**src/mul_pkg.sv**
```systemverilog
package mul_pkg;

    // ~~~~~~~~~~~~~~~~~~~~~~~~~~~~~~~~~~~~~~~~~~~~~~~~~~~~~~~~~~~~~~~~~~~~~~~~~
    // Widths
    // ~~~~~~~~~~~~~~~~~~~~~~~~~~~~~~~~~~~~~~~~~~~~~~~~~~~~~~~~~~~~~~~~~~~~~~~~~

    localparam int OPND_WIDTH = 16;               // Signed operand width.
    localparam int PROD_WIDTH = 2 * OPND_WIDTH;   // Full signed product width.

    // ~~~~~~~~~~~~~~~~~~~~~~~~~~~~~~~~~~~~~~~~~~~~~~~~~~~~~~~~~~~~~~~~~~~~~~~~~
    // Opcodes
    // ~~~~~~~~~~~~~~~~~~~~~~~~~~~~~~~~~~~~~~~~~~~~~~~~~~~~~~~~~~~~~~~~~~~~~~~~~

    typedef enum logic [1:0] {
        OP_EXACT  = 2'd0,   // Exact signed product.
        OP_APPROX = 2'd1,   // Approximate signed product.
        OP_ERROR  = 2'd2    // Approximate minus exact.
    } mul_op_e;

endpackage

```
**src/bw_approx_mult.sv**
```systemverilog
`timescale 1ns/100ps

module bw_approx_mult (
    input  logic signed [mul_pkg::OPND_WIDTH-1:0] x,
    input  logic signed [mul_pkg::OPND_WIDTH-1:0] y,
    output logic        [mul_pkg::PROD_WIDTH-1:0] prod
);

    import mul_pkg::*;

    logic [OPND_WIDTH-1:0] pp [OPND_WIDTH];   // Baugh-Wooley rows, one per bit of x.
    logic [20:0]           cmp0;
    logic [20:0]           cmp1;
    logic [20:0]           cmp2;
    logic [20:0]           cmp3;
    logic [PROD_WIDTH-1:0] upper_sum;

    // ~~~~~~~~~~~~~~~~~~~~~~~~~~~~~~~~~~~~~~~~~~~~~~~~~~~~~~~~~~~~~~~~~~~~~~~~~
    // Partial-product rows
    // ~~~~~~~~~~~~~~~~~~~~~~~~~~~~~~~~~~~~~~~~~~~~~~~~~~~~~~~~~~~~~~~~~~~~~~~~~

    for (genvar i = 0; i < OPND_WIDTH; i++) begin : g_row
        if (i < OPND_WIDTH - 1) begin : g_pos
            assign pp[i] = {~(y[OPND_WIDTH-1] & x[i]),
                            y[OPND_WIDTH-2:0] & {(OPND_WIDTH - 1){x[i]}}};
        end else begin : g_neg
            assign pp[i] = {y[OPND_WIDTH-1] & x[i],
                            ~(y[OPND_WIDTH-2:0] & {(OPND_WIDTH - 1){x[i]}})};
        end
    end

    // ~~~~~~~~~~~~~~~~~~~~~~~~~~~~~~~~~~~~~~~~~~~~~~~~~~~~~~~~~~~~~~~~~~~~~~~~~
    // Approximate compression of rows 0 to 5
    // ~~~~~~~~~~~~~~~~~~~~~~~~~~~~~~~~~~~~~~~~~~~~~~~~~~~~~~~~~~~~~~~~~~~~~~~~~

    always_comb begin
        cmp0 = '0;
        cmp1 = '0;
        cmp2 = '0;
        cmp3 = '0;

        // Rows 0 and 1.
        cmp0[3]  = pp[0][3] & pp[1][2];     // Carry left in the sum column.
        cmp1[3]  = pp[0][3] ^ pp[1][2];
        cmp0[6]  = pp[0][6] ^ pp[1][5];     // Sum only, carry dropped.
        cmp0[9]  = pp[0][9] ^ pp[1][8];
        cmp0[11] = pp[0][11] ^ pp[1][10];
        cmp0[13] = pp[0][13] ^ pp[1][12];
        cmp0[15] = pp[0][15] ^ pp[1][14];
        cmp0[16] = pp[0][15] & pp[1][14];
        cmp0[17] = pp[1][15];
        cmp1[17] = 1'b1;                    // Stands in for the row 0 correction one.

        // Rows 2 and 3.
        cmp2[3]  = pp[2][1] ^ pp[3][0];
        cmp1[9]  = pp[2][6] & pp[3][5];
        cmp0[10] = pp[2][7] & pp[3][6];
        cmp1[10] = pp[2][8] ^ pp[3][7];
        cmp1[11] = pp[2][8] & pp[3][7];
        cmp0[12] = pp[2][9] & pp[3][8];
        cmp2[17] = pp[2][15] ^ pp[3][14];
        cmp0[18] = pp[2][15] & pp[3][14];
        cmp1[18] = pp[3][15];

        // Rows 4 and 5.
        cmp0[5]  = pp[4][1] ^ pp[5][0];
        cmp0[8]  = pp[4][3] & pp[5][2];
        cmp1[16] = pp[4][12] ^ pp[5][11];
        cmp3[17] = pp[4][13] ^ pp[5][12];
        cmp2[18] = pp[4][14] ^ pp[5][13];
        cmp0[19] = pp[4][14] & pp[5][13];
        cmp1[19] = pp[4][15] ^ pp[5][14];
        cmp0[20] = pp[4][15] & pp[5][14];
        cmp1[20] = pp[5][15];
    end

    // ~~~~~~~~~~~~~~~~~~~~~~~~~~~~~~~~~~~~~~~~~~~~~~~~~~~~~~~~~~~~~~~~~~~~~~~~~
    // Final summation
    // ~~~~~~~~~~~~~~~~~~~~~~~~~~~~~~~~~~~~~~~~~~~~~~~~~~~~~~~~~~~~~~~~~~~~~~~~~

    // The top row carries the 2^31 correction one in its extra bit.
    always_comb begin
        upper_sum = {1'b1, pp[OPND_WIDTH-1], {(OPND_WIDTH - 1){1'b0}}};
        for (int i = 6; i < OPND_WIDTH - 1; i++) begin
            upper_sum = upper_sum + ({{OPND_WIDTH{1'b0}}, pp[i]} << i);
        end
    end

    assign prod = upper_sum
                + {11'b0, cmp0}
                + {11'b0, cmp1}
                + {11'b0, cmp2}
                + {11'b0, cmp3};

endmodule

```
**config.mk**
```make
export PLATFORM = sky130hd
export DESIGN_NAME = bw_approx_mult
export DESIGN_NICKNAME = d
export VERILOG_FILES = /design/src/mul_pkg.sv /design/src/bw_approx_mult.sv
export SDC_FILE = /design/constraint.sdc
export NUM_CORES = 1
export LEC_CHECK = 0
export BUFFER_PORTS_ARGS = -buffer_cell sky130_fd_sc_hd__buf_2
export CORE_ASPECT_RATIO = 0.7
export CORE_MARGIN = 2
export CORE_UTILIZATION = 35
export DETAILED_ROUTE_END_ITERATION = 16
export SLEW_MARGIN = 10
export SYNTH_ARGS = -nofsm -noshare
export SYNTH_HDL_FRONTEND = slang
export SYNTH_SLANG_ARGS = --single-unit
export TNS_END_PERCENT = 5
```
**constraint.sdc**
```tcl
create_clock -name vclk -period 5.9
set_input_delay 0.59 -clock vclk [all_inputs]
set_output_delay 0.59 -clock vclk [all_outputs]
set_load 0.03 [all_outputs]
```
# Word-level counts from Yosys, hierarchy flattened

Index checks and enable logic that the tools add are counted.

Output and inout bits: 32
Bits of input ports: 32
Bits in registers: 0

Bitwise gates (word level): 72
$add $sub $neg: 13

Operator list:

| cell                                      | number |
|---|---|
| 15-bit AND                                | 14 |
| 32-bit by 21-bit adder with 32-bit output | 2 |
| 32-bit by 18-bit adder with 32-bit output | 1 |
| 32-bit by 19-bit adder with 32-bit output | 1 |
| 32-bit by 22-bit adder with 32-bit output | 1 |
| 32-bit by 23-bit adder with 32-bit output | 1 |
| 32-bit by 24-bit adder with 32-bit output | 1 |
| 32-bit by 25-bit adder with 32-bit output | 1 |
| 32-bit by 26-bit adder with 32-bit output | 1 |
| 32-bit by 27-bit adder with 32-bit output | 1 |
| 32-bit by 28-bit adder with 32-bit output | 1 |
| 32-bit by 29-bit adder with 32-bit output | 1 |
| 32-bit by 30-bit adder with 32-bit output | 1 |
| 1-bit AND                                 | 26 |
| 1-bit inverter                            | 15 |
| 15-bit inverter                           | 1 |
| 14-bit AND                                | 1 |
| 1-bit XOR                                 | 14 |
| 10-bit AND                                | 1 |

# Logic depth before layout (Yosys ltp)

Depth in word-level cells: 15
Mapped depth: 22

# Worst setup path before layout

Ideal clock, no wire load.

Path kind: input to output
From: input x[7] (netlist name)
To: output prod[31] (netlist name)
Slack: -0.781 ns
Required time: 5.310 ns
Data arrival time: 6.091 ns
Stages: 20
Path through: clkbuf_1 nand2_1 fa_1 inv_1 fa_1 inv_1 fa_1 inv_1 fa_1 fa_1 inv_1 fa_1 inv_1 ha_1 o21a_1 o21a_1 o22ai_2 a21oi_2 mux2i_1 a221oi_1

Longest elaborated chain between the ends: 14
Elaborated cells between the ends (all ways): 15

RTL lines:

| element                                       | line                 | RTL |
|---|---|---|
| from (decl)                                   | bw_approx_mult.sv:4  | `input logic signed [mul_pkg::OPND_WIDTH-1:0] x,` |
| 1-bit AND                                     | bw_approx_mult.sv:24 | `assign pp[i] = {~(y[OPND_WIDTH-1] & x[i]),` |
| 1-bit inverter                                | bw_approx_mult.sv:24 |  |
| 32-bit by 23-bit adder with 32-bit output (*) | bw_approx_mult.sv:85 | `upper_sum = upper_sum + ({{OPND_WIDTH{1'b0}}, pp[i]} << i);` |
| 32-bit by 24-bit adder with 32-bit output (*) | bw_approx_mult.sv:85 |  |
| 32-bit by 25-bit adder with 32-bit output (*) | bw_approx_mult.sv:85 |  |
| 32-bit by 26-bit adder with 32-bit output (*) | bw_approx_mult.sv:85 |  |
| 32-bit by 27-bit adder with 32-bit output (*) | bw_approx_mult.sv:85 |  |
| 32-bit by 28-bit adder with 32-bit output (*) | bw_approx_mult.sv:85 |  |
| 32-bit by 29-bit adder with 32-bit output (*) | bw_approx_mult.sv:85 |  |
| 32-bit by 30-bit adder with 32-bit output (*) | bw_approx_mult.sv:85 |  |
| 32-bit by 21-bit adder with 32-bit output (*) | bw_approx_mult.sv:90 | `+ {11'b0, cmp0}` |
| 32-bit by 21-bit adder with 32-bit output (*) | bw_approx_mult.sv:91 | `+ {11'b0, cmp1}` |
| 32-bit by 19-bit adder with 32-bit output (*) | bw_approx_mult.sv:92 | `+ {11'b0, cmp2}` |
| 32-bit by 18-bit adder with 32-bit output (*) | bw_approx_mult.sv:93 | `+ {11'b0, cmp3};` |
| to (decl)                                     | bw_approx_mult.sv:6  | `output logic [mul_pkg::PROD_WIDTH-1:0] prod` |

Every way passes the cells marked *; elsewhere a longest branch is shown, timed or not.

# Worst setup path in the final report

From: input x[3] (netlist name)
To: output prod[30] (netlist name)

Longest elaborated chain between the ends: 6
Elaborated cells between the ends (all ways): 15

RTL lines:

| element                                       | line                                                             | RTL |
|---|---|---|
| 15-bit AND                                    | bw_approx_mult.sv:25                                             | `y[OPND_WIDTH-2:0] & {(OPND_WIDTH - 1){x[i]}}};` |
| 1-bit AND (on tied branches)                  | bw_approx_mult.sv:57, bw_approx_mult.sv:60, bw_approx_mult.sv:62 |  |
| 32-bit by 21-bit adder with 32-bit output     | bw_approx_mult.sv:90                                             |  |
| 32-bit by 21-bit adder with 32-bit output     | bw_approx_mult.sv:91                                             |  |
| 32-bit by 19-bit adder with 32-bit output (*) | bw_approx_mult.sv:92                                             |  |
| 32-bit by 18-bit adder with 32-bit output (*) | bw_approx_mult.sv:93                                             |  |

Marks and branches as above.

==> qor.csv <==
metric;value;unit
drc;0;
setup_viol;12;
viasPerCell;4.57;
violations;negative setup slack;
synth.distinct_cells;42;
grt_util_all_layers;0.178;
cpLargestDelayFamily;adder cells;
grt_pass1_vias;5198;
slew_headroom;0.640;
clock.fmax;0.161;GHz
drv_cap;0;
fillers;1734;
synth_area;6250;sq um
dieWidth;164;microns
synthAdderAreaFrac;0.618;
die_height;116;microns
synth_compound_gate_area_share;0.0613;
antenna_found_initial;0;
n_antenna_cell;0;
worst_pin_slew;0.537;ns
synth_top_family_by_area;adder cells;
synth_mux_area_frac;0.00160;
core_area;17300;sq um
drive_above_1_share;0.270;
ys_warn_count;0;
syn_inst;704;
grt_pass1_wl;26900;microns
hpwl;14100;microns
io_pins;64;
arrival;5.64;ns
seq_area_frac_synth;0;
hold_path.class;input pin to primary output;
place_ws;-0.530;ns
status;finished with violations;
setup_ws;-0.327;ns
wl_per_cell;14.9;microns
rows;40;
start_util;0.361;
crit_path_frequent_cell;fa_1;
cpMaxStageDelayCell;fa_1;
drt_first_pass_iters;4;
grt_max_degree;13;
ant_nets;0;
slowest_delay;0.62;ns
cp-end-kind;primary output;
areaGrowthSynthToFinish;29.2;%
dieArea;19000;sq um
rsz0062_at_grt;yes;
seq_cells;0;
synth_xor_area_frac;0.0336;
final_core_util;0.466;
period_share;1.06;
placed_cells;1071;
yosys.area_share.simple;0.184;
vias;4912;
fin_crit;6.23;ns
worst-path-buf-inv;4;
multi_input_area;5980;sq um
hold_viol_final;0;
postCtsHoldBufs;0;
initialDrtViolationCount;161;
synth.avg_cell_area;8.88;sq um
cp_max_fo;7;
fin_nets;1104;
n_clock_buffer;0;
worst_ep_required_time;5.31;ns
slew_viol_final;0;
overflow;0;
cp_cell_sequence;buf_2, and2_1, ha_1, inv_1, fa_1, inv_1, fa_1, fa_1, fa_1, fa_1, ha_4, ha_4, and4_4, and2_4, a31oi_4, o21ai_4, nor4bb_1, or3_4, buf_6;
seqCellArea;0;sq um
gp_congestion;0.878;
whs;1.60;ns
port_buffers;61;
fin_cells;1074;
wl;16000;microns
critPathKind;input pin to primary output;
crit_path_start_kind;input pin;
==> final cells by class <==
cell class | instances | area share
tap | 231 | 0.0358
timing repair buffer | 166 | 0.160
inverter | 136 | 0.0632
multi-input combinational | 541 | 0.741
==> layout by cell type (no fill, tap or decap), types with 4 or more instances in the layout <==
master and count:
fa_1 127, inv_1 126, buf_4 121, nand2_1 108, and2_1 90, ha_1 72
buf_2 25, ha_4 17, buf_6 14, xnor2_1 12, a21oi_1 12, xor2_1 10
inv_2 10, fa_2 9, nor2_1 8, o21ai_0 7, o21a_1 5, nor3_1 4
a21o_1 4, nand2b_1 4, buf_12 4
==> worst paths after layout <==
| path | to | from | slack, ns | cells after the start |
|---|---|---|---|---|
| worst max-delay path | prod[30] | x[3] | -0.33 | 19 |
| worst min-delay path | prod[5] | y[1] | 1.60 | 4 |
==> stage by stage <==
stage	instance area, sq um	TNS (ns)
global route	8080	-4.83
floorplan	6370	-0.317
detailed placement	7600	-4.74
CTS	8040	-2.47
global placement	7600	-4.47
finish	8080	-2.71
==> cells by family (layout without fill, tap and decap cells) <==
group	Yosys count	after routing
compound gates	56	56
mux	1	1
buf+inv	165	302
other cells	1	3
simple gates	230	230
xor+xnor	24	24
fa+ha+maj	227	227
==> synthesized netlist by cell type, types with 2 or more instances <==
library cell  number  area (sq um)
clkbuf_1          26          97.6
o21ai_0            9          45.0
a21oi_1           15          75.1
inv_1            136           510
o211ai_1           2          15.0
xor2_1            10          87.6
and3_1             2          12.5
and2_1            93           582
a211oi_1           3          22.5
o21a_1             5          37.5
nand2_1          109           409
and4_1             4          35.0
a21o_1             4          30.0
o22ai_1            2          12.5
nor2_1             9          33.8
o21bai_1           3          22.5
fa_1             136          2720
nor3_1             4          20.0
ha_1              91          1140
xnor2_1           14           123
nand2b_1           4          25.0
buf_4              3          22.5
==> layer usage <==
layer  wire length, microns  GRT usage  up-vias
li1                       -          -     2413
met1                   8890      0.300     2390
met4                      0          0        0
met5                      0          0        -
met3                   1170     0.0258        0
met2                   5930      0.250      109
==> timing repair <==
action	in CTS	in global routing
setup endpoints to repair	15	15
gates resized for setup	95	14
pin swaps	41	14
buffers inserted	3	0
Power is left out: the tool's default activity adds up to more than one toggle a clock period on the data nets, which glitch-free logic cannot reach.
