==> src/mul_pkg.sv <==
package mul_pkg;

    // ~~~~~~~~~~~~~~~~~~~~~~~~~~~~~~~~~~~~~~~~~~~~~~~~~~~~~~~~~~~~~~~~~~~~~~~~~
    // Widths
    // ~~~~~~~~~~~~~~~~~~~~~~~~~~~~~~~~~~~~~~~~~~~~~~~~~~~~~~~~~~~~~~~~~~~~~~~~~

    localparam int OPND_WIDTH = 16;               // Signed operand width.
    localparam int PROD_WIDTH = 2 * OPND_WIDTH;   // Full signed product width.

    // ~~~~~~~~~~~~~~~~~~~~~~~~~~~~~~~~~~~~~~~~~~~~~~~~~~~~~~~~~~~~~~~~~~~~~~~~~
    // Opcodes
    // ~~~~~~~~~~~~~~~~~~~~~~~~~~~~~~~~~~~~~~~~~~~~~~~~~~~~~~~~~~~~~~~~~~~~~~~~~

    typedef enum logic [1:0] {
        OP_EXACT  = 2'd0,   // Exact signed product.
        OP_APPROX = 2'd1,   // Approximate signed product.
        OP_ERROR  = 2'd2    // Approximate minus exact.
    } mul_op_e;

endpackage

==> src/product_merge.sv <==
`timescale 1ns/100ps

module product_merge (
    input  logic                           clk,
    input  logic                           arst_n,
    input  logic                           in_valid,
    input  mul_pkg::mul_op_e               op,
    input  logic [mul_pkg::PROD_WIDTH-1:0] approx_prod,
    input  logic [mul_pkg::PROD_WIDTH-1:0] exact_prod,
    input  logic                           clr_max,
    output logic                           out_valid,
    output logic [mul_pkg::PROD_WIDTH-1:0] result,
    output logic [mul_pkg::PROD_WIDTH-1:0] max_err
);

    import mul_pkg::*;

    logic [PROD_WIDTH-1:0] err_diff;
    logic [PROD_WIDTH-1:0] err_mag;
    logic [PROD_WIDTH-1:0] sel_result;

    // ~~~~~~~~~~~~~~~~~~~~~~~~~~~~~~~~~~~~~~~~~~~~~~~~~~~~~~~~~~~~~~~~~~~~~~~~~
    // Error and result selection
    // ~~~~~~~~~~~~~~~~~~~~~~~~~~~~~~~~~~~~~~~~~~~~~~~~~~~~~~~~~~~~~~~~~~~~~~~~~

    assign err_diff = approx_prod - exact_prod;   // Two's complement difference.
    assign err_mag  = err_diff[PROD_WIDTH-1] ? (~err_diff + 1'b1) : err_diff;

    always_comb begin
        case (op)
            OP_EXACT:  sel_result = exact_prod;
            OP_APPROX: sel_result = approx_prod;
            OP_ERROR:  sel_result = err_diff;
            default:   sel_result = exact_prod;   // Unused encoding.
        endcase
    end

    // ~~~~~~~~~~~~~~~~~~~~~~~~~~~~~~~~~~~~~~~~~~~~~~~~~~~~~~~~~~~~~~~~~~~~~~~~~
    // Output register
    // ~~~~~~~~~~~~~~~~~~~~~~~~~~~~~~~~~~~~~~~~~~~~~~~~~~~~~~~~~~~~~~~~~~~~~~~~~

    always_ff @(posedge clk or negedge arst_n) begin
        if (!arst_n) begin
            out_valid <= 1'b0;
            result    <= '0;
        end else begin
            out_valid <= in_valid;            // Exactly one cycle of latency.
            if (in_valid) begin
                result <= sel_result;         // Holds between operations.
            end
        end
    end

    // ~~~~~~~~~~~~~~~~~~~~~~~~~~~~~~~~~~~~~~~~~~~~~~~~~~~~~~~~~~~~~~~~~~~~~~~~~
    // Running maximum of the error magnitude
    // ~~~~~~~~~~~~~~~~~~~~~~~~~~~~~~~~~~~~~~~~~~~~~~~~~~~~~~~~~~~~~~~~~~~~~~~~~

    always_ff @(posedge clk or negedge arst_n) begin
        if (!arst_n) begin
            max_err <= '0;
        end else if (clr_max) begin
            max_err <= '0;                    // Clear takes priority over an update.
        end else if (in_valid && (err_mag > max_err)) begin
            max_err <= err_mag;
        end
    end

endmodule

==> config.mk <==
export PLATFORM = sky130hd
export DESIGN_NAME = product_merge
export DESIGN_NICKNAME = d
export VERILOG_FILES = /design/src/mul_pkg.sv /design/src/product_merge.sv
export SDC_FILE = /design/constraint.sdc
export NUM_CORES = 1
export LEC_CHECK = 0
export BUFFER_PORTS_ARGS = -buffer_cell sky130_fd_sc_hd__buf_2
export CAP_MARGIN = 10
export CORE_AREA = 4 4 166 168
export CTS_CLUSTER_SIZE = 25
export DETAILED_ROUTE_END_ITERATION = 8
export DIE_AREA = 0 0 170 172
export PLACE_DENSITY = 0.54
export SLEW_MARGIN = 30
export SYNTH_ARGS = -nofsm -noshare
export SYNTH_HDL_FRONTEND = slang
export SYNTH_SLANG_ARGS = --single-unit
==> constraint.sdc <==
create_clock -name clk -period 3.2 [get_ports clk]
set_clock_uncertainty 0.15 [all_clocks]
set_input_delay 0.64 -clock clk [delete_from_list [all_inputs] [get_ports clk]]
set_output_delay 0.64 -clock clk [all_outputs]
set_load 0.02 [all_outputs]
Word level (Yosys, flattened, before mapping)
Cells that the tools add are included.
- bits in registers: 65
- bits in latches: 0
- memory bits (writable): 0
- memory bits (read-only): 0
- input port bits: 70
- output and inout port bits: 65
- word-level logic and storage cells: 15
- memories kept: 0
- add/sub/neg operators: 2
- multiply operators: 0
- divide/modulo/power cells: 0
- order comparisons: 1
- equality and inequality tests: 2
- shifts and indexed selects: 0
- mux-type cells: 4
- bitwise operators: 1
- reduce and logical (&&, ||, !) cells: 2
- operators with widths (operator ; count):
    32-bit 2-to-1 mux ; 3
    32-bit one-hot mux with 2 select lines ; 1
    32-bit by 1-bit adder with 32-bit output (second input constant) ; 1
    32-bit greater-than comparator ; 1
    32-bit inverter ; 1
    32-bit subtractor ; 1
    2-bit by 1-bit equality test with 1-bit output (second input constant) ; 1
    2-bit equality test (second input constant) ; 1
    2-bit nonzero test ; 1
    1-bit logical AND ; 1

Depth between registers and ports, before layout
- depth after elaboration: 8
- depth in mapped cells: 27
- depth with buffers taken out: 22

Least setup slack after synthesis
Ideal clock, no wire load.
- path kind: in2reg
- start point: in exact_prod[5] in the netlist's numbering
- end point: reg max_err[28] in the netlist's numbering
- setup time: 132 ps
- data arrival time: 5793 ps
- data required time: 2918 ps
- path slack: -2875 ps
- cell stages on the path: 23
- buffers on the path: 2
- cells stage by stage: inv_1 > ha_1 > buf_6 > or3_1 > or2_1 > a2111oi_4 > o221ai_2 > nor4_1 > nand4_2 > or4_1 > nand3_1 > nand2_1 > ha_1 > and4_1 > nor4bb_1 > nand2_1 > or3_1 > o311a_1 > clkbuf_1 > nand2_1 > nor2_1 > a222oi_1 > or3b_1
- word-level cells in the longest chain between the ends: 7
- elaborated cells between the ends (all ways): 9
- those cells by class: 2 x add/sub; 1 x order compare; 3 x mux; 1 x bitwise; 2 x reduce/logical
- ends and longest elaborated chain (element ; RTL line ; source):
    start: declaration ; product_merge.sv:9 ; input logic [mul_pkg::PROD_WIDTH-1:0] exact_prod,
    32-bit subtractor * ; product_merge.sv:26 ; assign err_diff = approx_prod - exact_prod;
    32-bit inverter ; product_merge.sv:27 ; assign err_mag = err_diff[PROD_WIDTH-1] ? (~err_diff + 1'b1) : err_diff;
    32-bit by 1-bit adder with 32-bit output ; product_merge.sv:27 ;
    32-bit 2-to-1 mux * ; product_merge.sv:27 ;
    32-bit greater-than comparator ; product_merge.sv:63 ; end else if (in_valid && (err_mag > max_err)) begin
    1-bit logical AND ; product_merge.sv:63 ;
    2-bit nonzero test (no source line) ; n/a ;
    end signal: assignment ; product_merge.sv:64 ; max_err <= err_mag;
    end: declaration ; product_merge.sv:13 ; output logic [mul_pkg::PROD_WIDTH-1:0] max_err
Every way passes the cells marked *; elsewhere a longest branch is shown, timed or not. The select of a mux whose other input is x is not followed.
A chain may end at the register's enable or synchronous reset.

Worst setup path in the final report
Same ends and word-level chain as after synthesis.

==> Flow_metrics.wiki <==
{| class="wikitable"
! Metric !! Value
|-
| Level count of the clock H-tree || 3
|-
| Portion of total power attributed to combinational logic || roughly two thirds
|-
| CTS root buffer || clkbuf_16
|-
| Leftover overflow at the end of global routing || 0
|-
| Class of the tightest hold or removal check || in2async
|-
| Initial core utilization || 29.99%
|-
| Flip-flop and latch count after synthesis || 65
|-
| Worst Path Arrival || about 5.7 ns
|-
| Half-perimeter wire length after placement || ~24 mm
|-
| Die span in x || between 150 and 200 um
|-
| Crit-path max cell delay || ~0.4 ns
|-
| Internal power consumption || 3.878 mW
|-
| Warning count from the yosys run || 0
|-
| Reported net switching power || 2.887 mW
|-
| Number of rows created at floorplan || 59
|-
| Core region area || between 0.02 and 0.03 mm^2
|-
| Die area || between 0.02 and 0.03 mm^2
|-
| Number of search-and-repair iterations in the first detailed-routing pass || 5
|-
| Hold slack final || between 0.15 and 0.2 ns
|-
| Highest-count cells in the layout ignoring fill and taps || buf_4 (319), buf_2 (131), inv_1 (75)
|-
| Violated checks || negative setup slack
|-
| Power consumption || around 6.8 mW
|-
| DRT Wirelength || between 20 and 30 mm
|-
| Clock slew at the register clock pins of the worst setup and hold paths || ~0.060 ns
|-
| Clock tree from TritonCTS || done
|-
| Post-detailed-placement cell area || approximately 0.011 mm^2
|-
| Diode count || 0
|-
| Cell total after placement || between 1500 and 2000
|-
| Number of hold-slack violations in the final timing report || 0
|-
| Per-instance average area after synthesis || between 8 and 9 um^2
|-
| Peak Freq || 176.7 MHz
|-
| Number of global-route vias before repair || between 8000 and 9000
|-
| Total Neg Setup Slack || -71.46 ns
|-
| Critical path class || in2reg
|-
| Type of element capturing the critical path || flip-flop
|-
| Number of DRC violations after detailed-routing iteration 0 || 541
|-
| Global-route wire length before repair || around 47 mm
|-
| # setup viols final || 32
|-
| Final design area excluding fillers || approximately 0.013 mm^2
|-
| Number of primary I/O pins || between 100 and 150
|-
| Number of flops mapped to enable cells by yosys || 0
|-
| Startpoint type of the worst setup path || input port
|-
| Layout Utilization || between 40% and 50%
|-
| Cell variety after synth || 100
|-
| CTS hold repair buffers || 0
|-
| Async set or reset register ratio after synthesis || 100.0%
|-
| Vias after detailed routing || a little under 9000
|-
| Static leakage || 5.884 nW
|-
| Number of buffers created by CTS || 9
|-
| Final std cells w/o fill || roughly 1700
|-
| Overall fraction of global-route tracks in use || between 10% and 20%
|-
| Synthesized instance count || 948
|-
| Maximum buffer depth of the clock tree || 2
|-
| DRC errors left || 0
|-
| Number of antenna violations at the first check in global routing || 0
|-
| Post-Synthesis Cell Area || between 0.007 and 0.008 mm^2
|-
| Commonest non-fill, non-tap cell in the layout || buf_4
|-
| Clock period minus final worst setup slack || between 5 and 6 ns
|-
| Status || finished, violations left
|-
| Clk network pwr share || 16.7%
|-
| Sequential element share of the synthesized area || 20.93%
|-
| Port Buf Inserts || 134
|-
| Sequential group share of total power || between 15 and 20%
|-
| Slew at the pin closest to its max-slew limit || between 0.6 and 0.7 ns
|-
| Later-pin clock latency in the skew report || around 0.35 ns
|-
| Switch share || a little over two fifths
|-
| Normalized max-slew margin || a little over half
|-
| Fraction of layout cells with a size suffix above 1 || between 40% and 50%
|-
| Clock tree sinks || 65
|-
| Die height || between 150 and 200 um
|-
| Critical Path Slowest Stage Cell || or3_4
|-
| Vias per inst || around 5.2
|-
| Detailed-route wire length per cell || 17.22 um
|-
| Maximum number of pins on one net before global-route repair || 41
|-
| Maximum fanout along the worst path || 5
|-
| Max VDD drop || between 0.0002 and 0.00025 V
|-
| Worst slack after detailed placement || -3.098 ns
|-
| Area growth from synthesis to layout || 61.84%
|-
| Post-route setup slack || -2.459 ns
|-
| Number of max-capacitance violations reported || 0
|-
| Crit path buffers/inverters || 4
|-
| Power density cells || between 500 and 600 mW/mm^2
|-
| Largest delay contributor family on the critical path || simple AND/OR/NAND/NOR gates
|-
| Net count after synthesis || ~1100
|-
| Dominant register cell in the synthesized netlist || dfrtp_1
|-
| Required arrival time at the worst endpoint || between 3 and 4 ns
|-
| Cell breakdown of the critical path || buf_6, inv_4, ha_4, or3_4, or2_4, a2111oi_4, o221ai_2, buf_4, buf_4, nor3_2, nand3_1, nor3_1, nand4_1, nor3_2, ha_1, nand4_1, nor4bb_4, nand2_1, or3_1, o311a_4, nand2_8, nor2_4, a222oi_1, or3b_1
|-
| Final critical-path share of the clock period || 176.8%
|-
| RSZ-0062 raised after global routing || yes
|-
| Max Transition Viols Final || 0
|-
| Global placement routability congestion || roughly 0.91
|-
| Post-DRT Antenna Nets || 0
|-
| Nets || ~1500
|}
==> layout make-up <==
| type | count | area (um^2) |
|---|---|---|
| Tap cell | 335 | 419.2 |
| Fill cell | 2469 | 13340 |
| Clock inverter | 5 | 80.08 |
| Clock buffer | 10 | 239.0 |
| Inverter | 84 | 330.3 |
| Multi-Input combinational cell | 743 | 6435 |
| Timing Repair Buffer | 480 | 3445 |
| Sequential cell | 65 | 1627 |
==> state kept, by name (all words and copies together) (netlist names) <==
signal / cells
out_valid: 1
max_err: 32
result: 32
==> power by group through the flow <==
stage	Combinational, mW	Clock, mW	Sequential, mW
final	4.45	1.13	1.19
after global routing	4.85	1.19	1.22
after CTS	4.15	1.16	1.19
after detailed placement	3.82	0	1.20
after global placement	3.76	0	1.20
after floorplan	1.98	0	1.44
==> layer usage <==
metal	global-route usage (%)	part of all wire, %	vias to the layer above
li1	-	-	4464
met1	28.15	49	4240
met2	32.23	46	212
met3	2.309	4.2	20
met4	4.410	1.5	0
met5	0	0	-
==> cells in the mapped netlist (all sizes together), types with 8 or more instances <==
| cell | n | area share [%] |
|---|---|---|
| ha | 66 | 11 |
| a31oi | 9 | 0.72 |
| o211ai | 17 | 1.7 |
| nand4 | 23 | 2.1 |
| xnor2 | 27 | 3.0 |
| xor2 | 16 | 1.8 |
| o21a | 11 | 1.1 |
| a221oi | 29 | 3.3 |
| and2 | 17 | 1.4 |
| buf | 17 | 1.6 |
| and3 | 14 | 1.1 |
| dfrtp | 65 | 21 |
| o21ai | 38 | 2.5 |
| and4 | 10 | 1.2 |
| mux2 | 27 | 3.9 |
| or3 | 10 | 0.81 |
| clkbuf | 38 | 2.6 |
| a211oi | 14 | 1.6 |
| nand3 | 27 | 1.7 |
| a21o | 28 | 2.7 |
| nand2 | 60 | 2.9 |
| a21oi | 85 | 5.7 |
| nor4 | 12 | 1.4 |
| nor3 | 26 | 1.7 |
| nor2 | 49 | 2.4 |
| a22o | 8 | 0.90 |
| inv | 84 | 4.1 |
==> worst paths after layout <==
path | from | to | slack [ns] | depth (start not counted)
setup / recovery | exact_prod[5] | max_err[28]$_DFFE_PN0P_ | -2.46 | 24
hold reg to reg | result[23]$_DFFE_PN0P_ | result[23]$_DFFE_PN0P_ | 0.35 | 1
min in group clk | result[23]$_DFFE_PN0P_ | result[23]$_DFFE_PN0P_ | 0.35 | 1
max in group asynchronous | arst_n | result[2]$_DFFE_PN0P_ | 2.06 | 2
setup reg to reg | max_err[31]$_DFFE_PN0P_ | max_err[28]$_DFFE_PN0P_ | 0.09 | 11
hold / removal | arst_n | result[28]$_DFFE_PN0P_ | 0.17 | 1
==> logic make-up after synthesis <==
kind of cell             share of synthesized area, %
AO/OA/AOI/OAI                                   31.00
multiplexers                                    4.428
XOR/XNOR                                        4.847
AND/OR/NAND/NOR                                 19.53
buffers and inverters                           8.373
adder cells (fa/ha/maj)                         10.89
flip-flops                                      20.93
==> what timing repair did <==
item,CTS,global route
cloned,0,1
resized for setup,102,85
setup endpoints to repair,40,42
setup buffers,37,17
pin swaps,54,52
(Power assumes the default switching activity.)
