### src/mul_pkg.sv
package mul_pkg;

    // ~~~~~~~~~~~~~~~~~~~~~~~~~~~~~~~~~~~~~~~~~~~~~~~~~~~~~~~~~~~~~~~~~~~~~~~~~
    // Widths
    // ~~~~~~~~~~~~~~~~~~~~~~~~~~~~~~~~~~~~~~~~~~~~~~~~~~~~~~~~~~~~~~~~~~~~~~~~~

    localparam int OPND_WIDTH = 16;               // Signed operand width.
    localparam int PROD_WIDTH = 2 * OPND_WIDTH;   // Full signed product width.

    // ~~~~~~~~~~~~~~~~~~~~~~~~~~~~~~~~~~~~~~~~~~~~~~~~~~~~~~~~~~~~~~~~~~~~~~~~~
    // Opcodes
    // ~~~~~~~~~~~~~~~~~~~~~~~~~~~~~~~~~~~~~~~~~~~~~~~~~~~~~~~~~~~~~~~~~~~~~~~~~

    typedef enum logic [1:0] {
        OP_EXACT  = 2'd0,   // Exact signed product.
        OP_APPROX = 2'd1,   // Approximate signed product.
        OP_ERROR  = 2'd2    // Approximate minus exact.
    } mul_op_e;

endpackage

### src/bw_exact_mult.sv
`timescale 1ns/100ps

module bw_exact_mult (
    input  logic signed [mul_pkg::OPND_WIDTH-1:0] x,
    input  logic signed [mul_pkg::OPND_WIDTH-1:0] y,
    output logic        [mul_pkg::PROD_WIDTH-1:0] prod
);

    import mul_pkg::*;

    logic [OPND_WIDTH-1:0] pp [OPND_WIDTH];
    logic [PROD_WIDTH-1:0] acc;

    // ~~~~~~~~~~~~~~~~~~~~~~~~~~~~~~~~~~~~~~~~~~~~~~~~~~~~~~~~~~~~~~~~~~~~~~~~~
    // Partial-product rows
    // ~~~~~~~~~~~~~~~~~~~~~~~~~~~~~~~~~~~~~~~~~~~~~~~~~~~~~~~~~~~~~~~~~~~~~~~~~

    for (genvar i = 0; i < OPND_WIDTH; i++) begin : g_row
        if (i < OPND_WIDTH - 1) begin : g_pos
            assign pp[i] = {~(y[OPND_WIDTH-1] & x[i]),
                            y[OPND_WIDTH-2:0] & {(OPND_WIDTH - 1){x[i]}}};
        end else begin : g_neg
            assign pp[i] = {y[OPND_WIDTH-1] & x[i],
                            ~(y[OPND_WIDTH-2:0] & {(OPND_WIDTH - 1){x[i]}})};
        end
    end

    // ~~~~~~~~~~~~~~~~~~~~~~~~~~~~~~~~~~~~~~~~~~~~~~~~~~~~~~~~~~~~~~~~~~~~~~~~~
    // Full summation
    // ~~~~~~~~~~~~~~~~~~~~~~~~~~~~~~~~~~~~~~~~~~~~~~~~~~~~~~~~~~~~~~~~~~~~~~~~~

    always_comb begin
        // Start from the correction constant 2^31 + 2^16.
        acc = {1'b1, {(PROD_WIDTH - OPND_WIDTH - 2){1'b0}}, 1'b1, {OPND_WIDTH{1'b0}}};
        for (int i = 0; i < OPND_WIDTH; i++) begin
            acc = acc + ({{OPND_WIDTH{1'b0}}, pp[i]} << i);   // Row i sits at column i.
        end
    end

    assign prod = acc;   // Wraps modulo 2^32 to the signed product.

endmodule

### config.mk
export PLATFORM = sky130hd
export DESIGN_NAME = bw_exact_mult
export DESIGN_NICKNAME = d
export VERILOG_FILES = /design/src/mul_pkg.sv /design/src/bw_exact_mult.sv
export SDC_FILE = /design/constraint.sdc
export NUM_CORES = 1
export LEC_CHECK = 0
export ABC_AREA = 1
export BUFFER_PORTS_ARGS = -buffer_cell sky130_fd_sc_hd__buf_4
export CAP_MARGIN = 25
export CORE_UTILIZATION = 59
export DETAILED_ROUTE_END_ITERATION = 10
export PLACE_DENSITY = 0.81
export RECOVER_POWER = 100
export SLEW_MARGIN = 10
export SYNTH_ARGS = -nofsm -noshare
export SYNTH_HDL_FRONTEND = slang
export SYNTH_SLANG_ARGS = --single-unit
### constraint.sdc
create_clock -name vclk -period 7.2
set_input_delay 1.44 -clock vclk [all_inputs]
set_output_delay 1.44 -clock vclk [all_outputs]
set_load 0.1 [all_outputs]
* Yosys cells after proc, flatten, opt, wreduce, memory -nomap -nowiden
Cells that the tools add are included.
** Operators by class
- Bitwise operators :: 48
- Div/mod/pow operators :: 0
- Add/subtract/negate cells :: 16
- Multiply operators :: 0
- Equal/unequal tests :: 0
- Shift-type cells :: 0
- Order comparisons :: 0
- Multiplexer cells :: 0
- Reductions and logical operators :: 0
** Operator list (count)
- $and A15 B15 Y15 :: 16
- $add A32 B16 Y32 const A :: 1
- $add A32 B17 Y32 :: 1
- $add A32 B18 Y32 :: 1
- $add A32 B19 Y32 :: 1
- $add A32 B20 Y32 :: 1
- $add A32 B21 Y32 :: 1
- $add A32 B22 Y32 :: 1
- $add A32 B23 Y32 :: 1
- $add A32 B24 Y32 :: 1
- $add A32 B25 Y32 :: 1
- $add A32 B26 Y32 :: 1
- $add A32 B27 Y32 :: 1
- $add A32 B28 Y32 :: 1
- $add A32 B29 Y32 :: 1
- $add A32 B30 Y32 :: 1
- $add A32 B31 Y32 :: 1
- $and A1 B1 Y1 :: 16
- $not A1 Y1 :: 15
- $not A15 Y15 :: 1
** Storage, ports and cells
- Latch bits :: 0
- Bits of input ports :: 32
- Bits in writable memories :: 0
- Memories :: 0
- Output and inout bits :: 32
- ROM bits :: 0
- Word-level logic and storage cells :: 64
- Register bits :: 0

* Depth between registers and ports, before layout
Gate-level depths: netlist of run 1.
- Depth in word-level cells :: 18
- Depth in mapped cells :: 27
- Gate-level depth less buffers :: 25

* Least setup slack after synthesis of run 1
Ideal clock, no wire load.
- Path type :: input-to-output
- Start :: input port x[1] in the netlist's numbering
- End :: output port prod[23] in the netlist's numbering
- Stages on the path :: 22
- Arrival time :: 7.478 ns
- Setup slack :: -1.718 ns
- Buffers on the path :: 2
- Required time :: 5.760 ns
- Cells stage by stage :: clkbuf_1 clkbuf_1 nand2_1 fa_1 inv_1 fa_1 inv_1 fa_1 inv_1 fa_1 fa_1 inv_1 fa_1 inv_1 ha_1 nand2_1 nor2_2 nand2_1 inv_1 nand2_1 nand2_1 xor2_1
** Between the ends
- Longest elaborated chain between the ends :: 17
- Elaborated cells on any way between the ends :: 18
- Classes of those cells :: add/sub (15); bitwise (3)
** RTL lines
- start: declaration :: RTL line bw_exact_mult.sv:4 : input logic signed [mul_pkg::OPND_WIDTH-1:0] x,
- $and A1 B1 Y1 :: RTL line bw_exact_mult.sv:20 : assign pp[i] = {~(y[OPND_WIDTH-1] & x[i]),
- $not A1 Y1 :: RTL line bw_exact_mult.sv:20
- $add A32 B17 Y32 (*) :: RTL line bw_exact_mult.sv:36 : acc = acc + ({{OPND_WIDTH{1'b0}}, pp[i]} << i);
- $add A32 B18 Y32 (*) :: RTL line bw_exact_mult.sv:36
- $add A32 B19 Y32 (*) :: RTL line bw_exact_mult.sv:36
- $add A32 B20 Y32 (*) :: RTL line bw_exact_mult.sv:36
- $add A32 B21 Y32 (*) :: RTL line bw_exact_mult.sv:36
- $add A32 B22 Y32 (*) :: RTL line bw_exact_mult.sv:36
- $add A32 B23 Y32 (*) :: RTL line bw_exact_mult.sv:36
- $add A32 B24 Y32 (*) :: RTL line bw_exact_mult.sv:36
- $add A32 B25 Y32 (*) :: RTL line bw_exact_mult.sv:36
- $add A32 B26 Y32 (*) :: RTL line bw_exact_mult.sv:36
- $add A32 B27 Y32 (*) :: RTL line bw_exact_mult.sv:36
- $add A32 B28 Y32 (*) :: RTL line bw_exact_mult.sv:36
- $add A32 B29 Y32 (*) :: RTL line bw_exact_mult.sv:36
- $add A32 B30 Y32 (*) :: RTL line bw_exact_mult.sv:36
- $add A32 B31 Y32 (*) :: RTL line bw_exact_mult.sv:36
- end: declaration :: RTL line bw_exact_mult.sv:6 : output logic [mul_pkg::PROD_WIDTH-1:0] prod
Mark *: on every way between the ends. The rest lies on a longest branch, timed or not.

* Final worst setup path of run 1
- Start :: input port x[5] in the netlist's numbering
- End :: output port prod[29] in the netlist's numbering
** Between the ends
- Longest elaborated chain between the ends :: 13
- Elaborated cells on any way between the ends :: 14
- Classes of those cells :: add/sub (11); bitwise (3)
** RTL lines (RTL line)
- $and A1 B1 Y1 :: bw_exact_mult.sv:20
- $not A1 Y1 :: bw_exact_mult.sv:20
- $add A32 B21 Y32 (*) :: bw_exact_mult.sv:36
- $add A32 B22 Y32 (*) :: bw_exact_mult.sv:36
- $add A32 B23 Y32 (*) :: bw_exact_mult.sv:36
- $add A32 B24 Y32 (*) :: bw_exact_mult.sv:36
- $add A32 B25 Y32 (*) :: bw_exact_mult.sv:36
- $add A32 B26 Y32 (*) :: bw_exact_mult.sv:36
- $add A32 B27 Y32 (*) :: bw_exact_mult.sv:36
- $add A32 B28 Y32 (*) :: bw_exact_mult.sv:36
- $add A32 B29 Y32 (*) :: bw_exact_mult.sv:36
- $add A32 B30 Y32 (*) :: bw_exact_mult.sv:36
- $add A32 B31 Y32 (*) :: bw_exact_mult.sv:36
Marks and branches as above.

==> impl_metrics.tcl, run 1 <==
set metrics [dict create \
    port_buffers 64 \
    seq_area_um2 0 \
    fill_cells 697 \
    synth_mux_area_share_pct 0 \
    syn_to_final_growth_pct 40.9 \
    cp_slowest_stage_delay_ns 0.54 \
    num-clock-buffers 0 \
    max_slew_margin_pct 20.3 \
    crit_type "input pin to primary output" \
    initial_core_util_pct 61.3 \
    yosysMostFrequentCell "nand2_1" \
    fin_ws_ns -0.814 \
    rsz0062_at_grt "true" \
    worstHoldPathCells 5 \
    synth_area_mm2 0.00900 \
    synth_xor_area_share_pct 1.46 \
    dr.pass1.iters 8 \
    violations "design-rule violations, negative setup slack" \
    synth_top_family_by_area "adder cells" \
    worst_ep_arrival_time_ns 6.57 \
    worstMarginPinSlew_ns 1.20 \
    globalRouteOverflowTotal 0 \
    synth_common_cells "434 x nand2_1, 379 x inv_1, 198 x fa_1" \
    crit_top_cell "inv_1" \
    netlist.area_leader.share_pct 44.0 \
    period_share_pct 111 \
    finalHoldViolCount 0 \
    drive_gt1_share_pct 33.0 \
    std_cell_rows 44 \
    cp_num_buf_inv 9 \
    multi_input_area_mm2 0.00887 \
    place_congestion 0.887 \
    place_ws_ns -0.635 \
    worstPathRequired_ns 5.76 \
    fp.dieW_um 126 \
    drv_slew 0 \
    drt_iter0_markers 926 \
    wl_um 33500 \
    vias 9380 \
    cp_max_fo 8 \
    yosys.area_share.simple_pct 22.2 \
    core_mm2 0.0147 \
    hold_buffers 0 \
    endpoint_kind "primary output" \
    start_kind "input pin" \
    synthCells 1266 \
    maxCapViolCount 0 \
    status "finished with violations" \
    setup_viol 21 \
    ys_seq_area_share_pct 0 \
    nFlopsAndLatches 0 \
    grt_pass1_wl_um 43500 \
    synth_fa_ha_area_share_pct 57.2 \
    ioPinCount 64 \
    synth_top_cell_by_area "fa_1" \
    crit_cells 25 \
    diodes 0 \
    ys_types 20 \
    dieArea_mm2 0.0158 \
    vias_per_cell 5.91 \
    grt_pass1_vias 9254 \
    path_delay_family "adder cells" \
    finalCriticalPeriod_ns 8.01 \
    yosys-top-cells-area "fa_1 44%, nand2_1 18%, inv_1 16%" \
    drtAntennaViolNets 0 \
    track_usage_pct 34.7 \
    cp_slowest_cell "fa_1" \
    yosysWarnings 0 \
    antenna_found_initial 0 \
    synth_area_per_cell_um2 7.11 \
    max_freq_mhz 125 \
    hpwl_um 19400 \
    layout.nets 1730 \
    drc 4 \
    syn-num-nets 1591 \
    synth_compound_area_share_pct 0.667 \
    drt-wirelength-per-cell_um 21.1 \
    fin_util_pct 86.3 \
    grt_max_degree 16 \
    chipHeight_um 126 \
    tns_ns -13.20 \
    hold_path_class "input pin to primary output" \
]
==> routing by layer <==
layer  share of wire, %  global-route usage [%]  wire length, um  vias up
met5                  0                       0                0        -
li1                   -                       -                -     3779
met1                 32                    41.5            10700     4486
met4                9.4                    15.9             3130        0
met2                 49                    62.7            16400      803
met3                9.5                    3.64             3170      312
==> metrics by stage <==
stage	hold slack, ns	cell area, um^2	instances
2_1_floorplan	3.42	10400	1266
3_3_place_gp	3.49	11100	1551
3_5_place_dp	3.48	11100	1551
4_1_cts	3.48	12300	1577
5_1_grt	3.78	12700	1587
6_report	3.76	12700	1587
==> path summary, 6_finish.rpt <==
kind	endpoint	from	slack, ns
setup / recovery	prod[29]	x[5]	-0.81
hold / removal	prod[0]	x[0]	3.76
==> timing repair <==
action | in CTS | in global routing
pin swaps | 129 | 73
setup buffers | 26 | 11
gates resized for setup | 269 | 95
endpoints found under the setup margin | 23 | 24
cloned | 0 | 0
==> cells by family after synthesis <==
kind of cell / count (synthesis)
AO/OA/AOI/OAI: 12
AND/OR/NAND/NOR: 503
buffers and inverters: 443
XOR/XNOR: 15
adder cells (fa/ha/maj): 293
==> cells in the final DEF, fill, tap and decap left out, types with 13 or more instances in the layout <==
| master | n |
|---|---|
| nand2_2 | 73 |
| ha_4 | 28 |
| xor2_4 | 13 |
| buf_8 | 13 |
| buf_12 | 32 |
| buf_6 | 50 |
| ha_1 | 67 |
| nor2_1 | 13 |
| nand2_1 | 315 |
| nand2_4 | 40 |
| nor2_4 | 13 |
| inv_2 | 44 |
| fa_1 | 178 |
| buf_4 | 97 |
| inv_1 | 334 |
| fa_2 | 20 |
==> cell type report <==
class,count,share of cell area [%]
inverter,379,11.2
multi-input combinational,823,69.9
tap,184,1.81
timing repair buffer,201,17.1
Power of run 1 is left out: the tool's default activity adds up to more than one toggle a clock period on the data nets, which glitch-free logic cannot reach.
==> run 2: changes to the inputs <==
- SETUP_SLACK_MARGIN: unset -> 0.5
==> run 2 against run 1 <==
Against the previous run:
- cell area up 0.29%
- cell count about the same
- global-route usage up 3.4 points
- sequential cell count unchanged
- first-iteration DRC count up 28%
- critical path depth down 4
- the run still ends with design-rule violations, negative setup slack left
- fmax down 3.9%
- critical endpoint unchanged
- routed wire length up 1.2%
- utilization up 0.25 points
- via count down 0.57%
- worst setup slack worse by 0.33 ns
==> impl_metrics.tcl, run 2 (same netlist as run 1, synthesis figures left out) <==
set metrics [dict create \
    dieArea_mm2 0.0158 \
    core_mm2 0.0147 \
    fin_ws_ns -1.14 \
    endpoint_kind "primary output" \
    drv_slew 0 \
    wl_um 33900 \
    vias 9327 \
    drt-wirelength-per-cell_um 21.4 \
    final_cell_mix "333 x inv_1, 314 x nand2_1, 180 x fa_1" \
    finalCriticalPeriod_ns 8.34 \
    std_cell_rows 44 \
    final_area_mm2 0.0127 \
    start_kind "input pin" \
    layout_commonest_cell "inv_1" \
    place_ws_ns -0.612 \
    hold_path_class "input pin to primary output" \
    globalRouteOverflowTotal 0 \
    path_delay_family "adder cells" \
    fin_util_pct 86.6 \
    drt_iter0_markers 1181 \
    port_buffers 64 \
    fill_cells 670 \
    cp_slowest_stage_delay_ns 0.79 \
    max_freq_mhz 120 \
    num-clock-buffers 0 \
    worst_ep_arrival_time_ns 6.90 \
    seq_area_um2 0 \
    dr.pass1.iters 9 \
    maxCapViolCount 0 \
    period_share_pct 116 \
    grt_max_degree 13 \
    track_usage_pct 38.1 \
    hpwl_um 20400 \
    layout.nets 1729 \
    drive_gt1_share_pct 33.2 \
    crit_type "input pin to primary output" \
    antenna_found_initial 0 \
    syn_to_final_growth_pct 41.3 \
    cp_cell_sequence "buf_6 > nand2_1 > fa_1 > inv_1 > fa_1 > fa_1 > fa_2 > fa_1 > inv_2 > fa_1 > inv_2 > ha_4 > nand2_4 > nor2_4 > nand2_1 > nor2_1 > nand2_1 > nand3_1 > nand2_2 > nand2_8 > buf_12" \
    crit_top_cell "fa_1" \
    nFlopsAndLatches 0 \
    max_slew_margin_pct 20.2 \
    status "finished with violations" \
    setup_viol 23 \
    initial_core_util_pct 61.3 \
    worstMarginPinSlew_ns 1.20 \
    fp.dieW_um 126 \
    vias_per_cell 5.88 \
    worstPathRequired_ns 5.76 \
    cp_num_buf_inv 5 \
    drtAntennaViolNets 0 \
    rsz0062_at_grt "true" \
    drc 6 \
    ioPinCount 64 \
    violations "design-rule violations, negative setup slack" \
    chipHeight_um 126 \
    dpl_cell_area_mm2 0.0114 \
    diodes 0 \
    grt_pass1_wl_um 47300 \
    cp_slowest_cell "fa_1" \
    place_congestion 0.913 \
    finalHoldViolCount 0 \
    grt_pass1_vias 9990 \
    cp_max_fo 5 \
]
run 2: changes by cell type in the layout (fill, tap and decap cells not counted), sizes merged:
cell,change
clkbuf,-1
run 2: path summary, 6_finish.rpt:
path | end | startpoint | depth (start not counted)
max | prod[29] | x[2] | 21
min | prod[0] | y[0] | 5
run 2: metrics by stage:
| step | hold slack [ns] | setup TNS (ns) | cells |
|---|---|---|---|
| 2_1_floorplan | 3.42 | -6.00 | 1266 |
| 3_5_place_dp | 3.52 | -11.25 | 1566 |
| 4_1_cts | 3.42 | -6.08 | 1578 |
| 3_3_place_gp | 3.51 | -10.01 | 1566 |
| 5_1_grt | 3.73 | -22.76 | 1586 |
| 6_report | 3.73 | -18.62 | 1586 |
run 2: worst min-delay path: cells and delay by family:
family / cells / cell delay (ns)
buffers and inverters: 4 / 0.77
and+or+nand+nor: 1 / 0.07
run 2: cell type report:
type                       count  area [um^2]  area share, %
tap                          184          230           1.81
inverter                     379         1420           11.2
multi-input combinational    823         8830           69.4
timing repair buffer         200         2240           17.6
run 2: routing by layer:
layer	GRT usage, %	share of wire, %	wire [um]
met2	71.0	49	16600
met5	0	0	0
met1	40.5	30	10300
met3	5.56	11	3770
met4	23.0	9.5	3220
run 2: what timing repair did:
item                       in CTS  in global routing
pin swaps                      79                 94
setup endpoints to repair      24                 24
setup buffers                  12                  8
hold buffers                    0                  0
gates resized for setup       259                103
hold endpoints to repair        0                  0
Power of run 2 is left out for the same reason.
==> run 3: changes to the inputs <==
- CORE_UTILIZATION: 59 -> 40
- PLACE_DENSITY: 0.81 -> unset
==> run 3 against run 2 <==
Against the previous run:
- cell area up 0.53%
- worst hold slack better by 0.057 ns
- utilization down 28 points
- worst setup slack better by 0.65 ns
- the flow still finishes with violations (design-rule violations, negative setup slack)
==> impl_metrics.tcl, run 3 (same netlist as run 1, synthesis figures left out) <==
set metrics [dict create \
    max_slew_margin_pct 22.5 \
    cp_cell_sequence "buf_4 > nand2_1 > inv_2 > fa_1 > inv_2 > fa_1 > inv_1 > fa_1 > fa_2 > fa_1 > fa_1 > ha_4 > nand2_4 > inv_2 > nand2_2 > nand2_4 > buf_6 > a21oi_4 > nand2_4 > xor2_4 > buf_12" \
    finalCriticalPeriod_ns 7.69 \
    fin_ws_ns -0.489 \
    vias_per_cell 4.58 \
    layout_commonest_cell "inv_1" \
    drt_iter0_markers 439 \
    dr.pass1.iters 8 \
    fill_cells 1999 \
    wl_um 22100 \
    std_cell_rows 54 \
    final_area_mm2 0.0128 \
    status "finished with violations" \
    grt_pass1_wl_um 39600 \
    rsz0062_at_grt "true" \
    period_share_pct 107 \
    path_delay_family "adder cells" \
    violations "design-rule violations, negative setup slack" \
    crit_cells 21 \
    place_congestion 0.813 \
    dieArea_mm2 0.0231 \
    hold_path_class "input pin to primary output" \
    grt_pass1_vias 8108 \
    place_ws_ns -0.660 \
    num-clock-buffers 0 \
    finalHoldViolCount 0 \
    start_kind "input pin" \
    endpoint_kind "primary output" \
    globalRouteOverflowTotal 0 \
    seq_area_um2 0 \
    syn_to_final_growth_pct 42.0 \
    initial_core_util_pct 41.0 \
    ioPinCount 64 \
    drt-wirelength-per-cell_um 13.1 \
    antenna_found_initial 0 \
    layout.nets 1733 \
    fin_util_pct 58.3 \
    drive_gt1_share_pct 32.4 \
    grt_max_degree 11 \
    fp.dieW_um 152 \
    crit_end "prod[22]" \
    maxCapViolCount 0 \
    drv_slew 0 \
    crit_top_cell "fa_1" \
    vias 7718 \
    core_mm2 0.0220 \
    port_buffers 64 \
    cp_slowest_stage_delay_ns 0.63 \
    worstMarginPinSlew_ns 1.17 \
    cp_slowest_cell "fa_2" \
    worstSetupStartpoint "x[14]" \
    track_usage_pct 20.7 \
    worstHoldPathCells 5 \
    nFlopsAndLatches 0 \
    hpwl_um 19900 \
    cp_max_fo 7 \
    max_freq_mhz 130 \
    drc 16 \
    dpl_cell_area_mm2 0.0114 \
    setup_viol 21 \
    worstPathRequired_ns 5.76 \
    worst_ep_arrival_time_ns 6.25 \
    cp_num_buf_inv 7 \
    fin_hold_ws_ns 3.79 \
    crit_type "input pin to primary output" \
    final_cell_mix "336 x inv_1, 328 x nand2_1, 178 x fa_1" \
    chipHeight_um 152 \
    drtAntennaViolNets 0 \
    diodes 0 \
]
## run 3: cell types whose count changed in the layout (fill, tap and decap cells not counted), sizes merged
cell	change
buf	+2
clkbuf	+2
## run 3: area by class of cell
class,instances,area (um^2),area share (%)
Inverter,379,1420,11.1
Timing Repair Buffer,204,2190,17.1
Tap cell,280,350,2.74
Multi-Input combinational cell,823,8830,69.0
## run 3: repair_timing
item,in CTS,in global routing
resized for setup,265,87
hold buffers,0,0
setup endpoints to repair,24,24
pin swaps,109,59
setup buffers,25,5
## run 3: worst min-delay path by stage
stage | from | to | slack, ns
2_1_floorplan | x[0] | prod[0] | 3.42
3_5_place_dp | x[0] | prod[0] | 3.52
4_1_cts | x[0] | prod[0] | 3.52
6_report | x[0] | prod[0] | 3.79
5_1_grt | x[0] | prod[0] | 3.82
3_3_place_gp | x[0] | prod[0] | 3.52
## run 3: stage by stage
step                std cells  TNS [ns]
floorplan                1266     -6.00
global placement         1656    -11.97
detailed placement       1656    -11.74
CTS                      1681     -7.39
global route             1686    -11.11
finish                   1686     -7.49
## run 3: metal layers
| layer | track usage (%) | wire length (um) | vias up |
|---|---|---|---|
| met3 | 1.20 | 706 | 10 |
| met5 | 0 | 0 | - |
| met4 | 0.875 | 120 | 0 |
| met2 | 35.8 | 10900 | 123 |
| met1 | 30.1 | 10400 | 3804 |
| li1 | - | - | 3781 |
Power of run 3 is left out for the same reason.
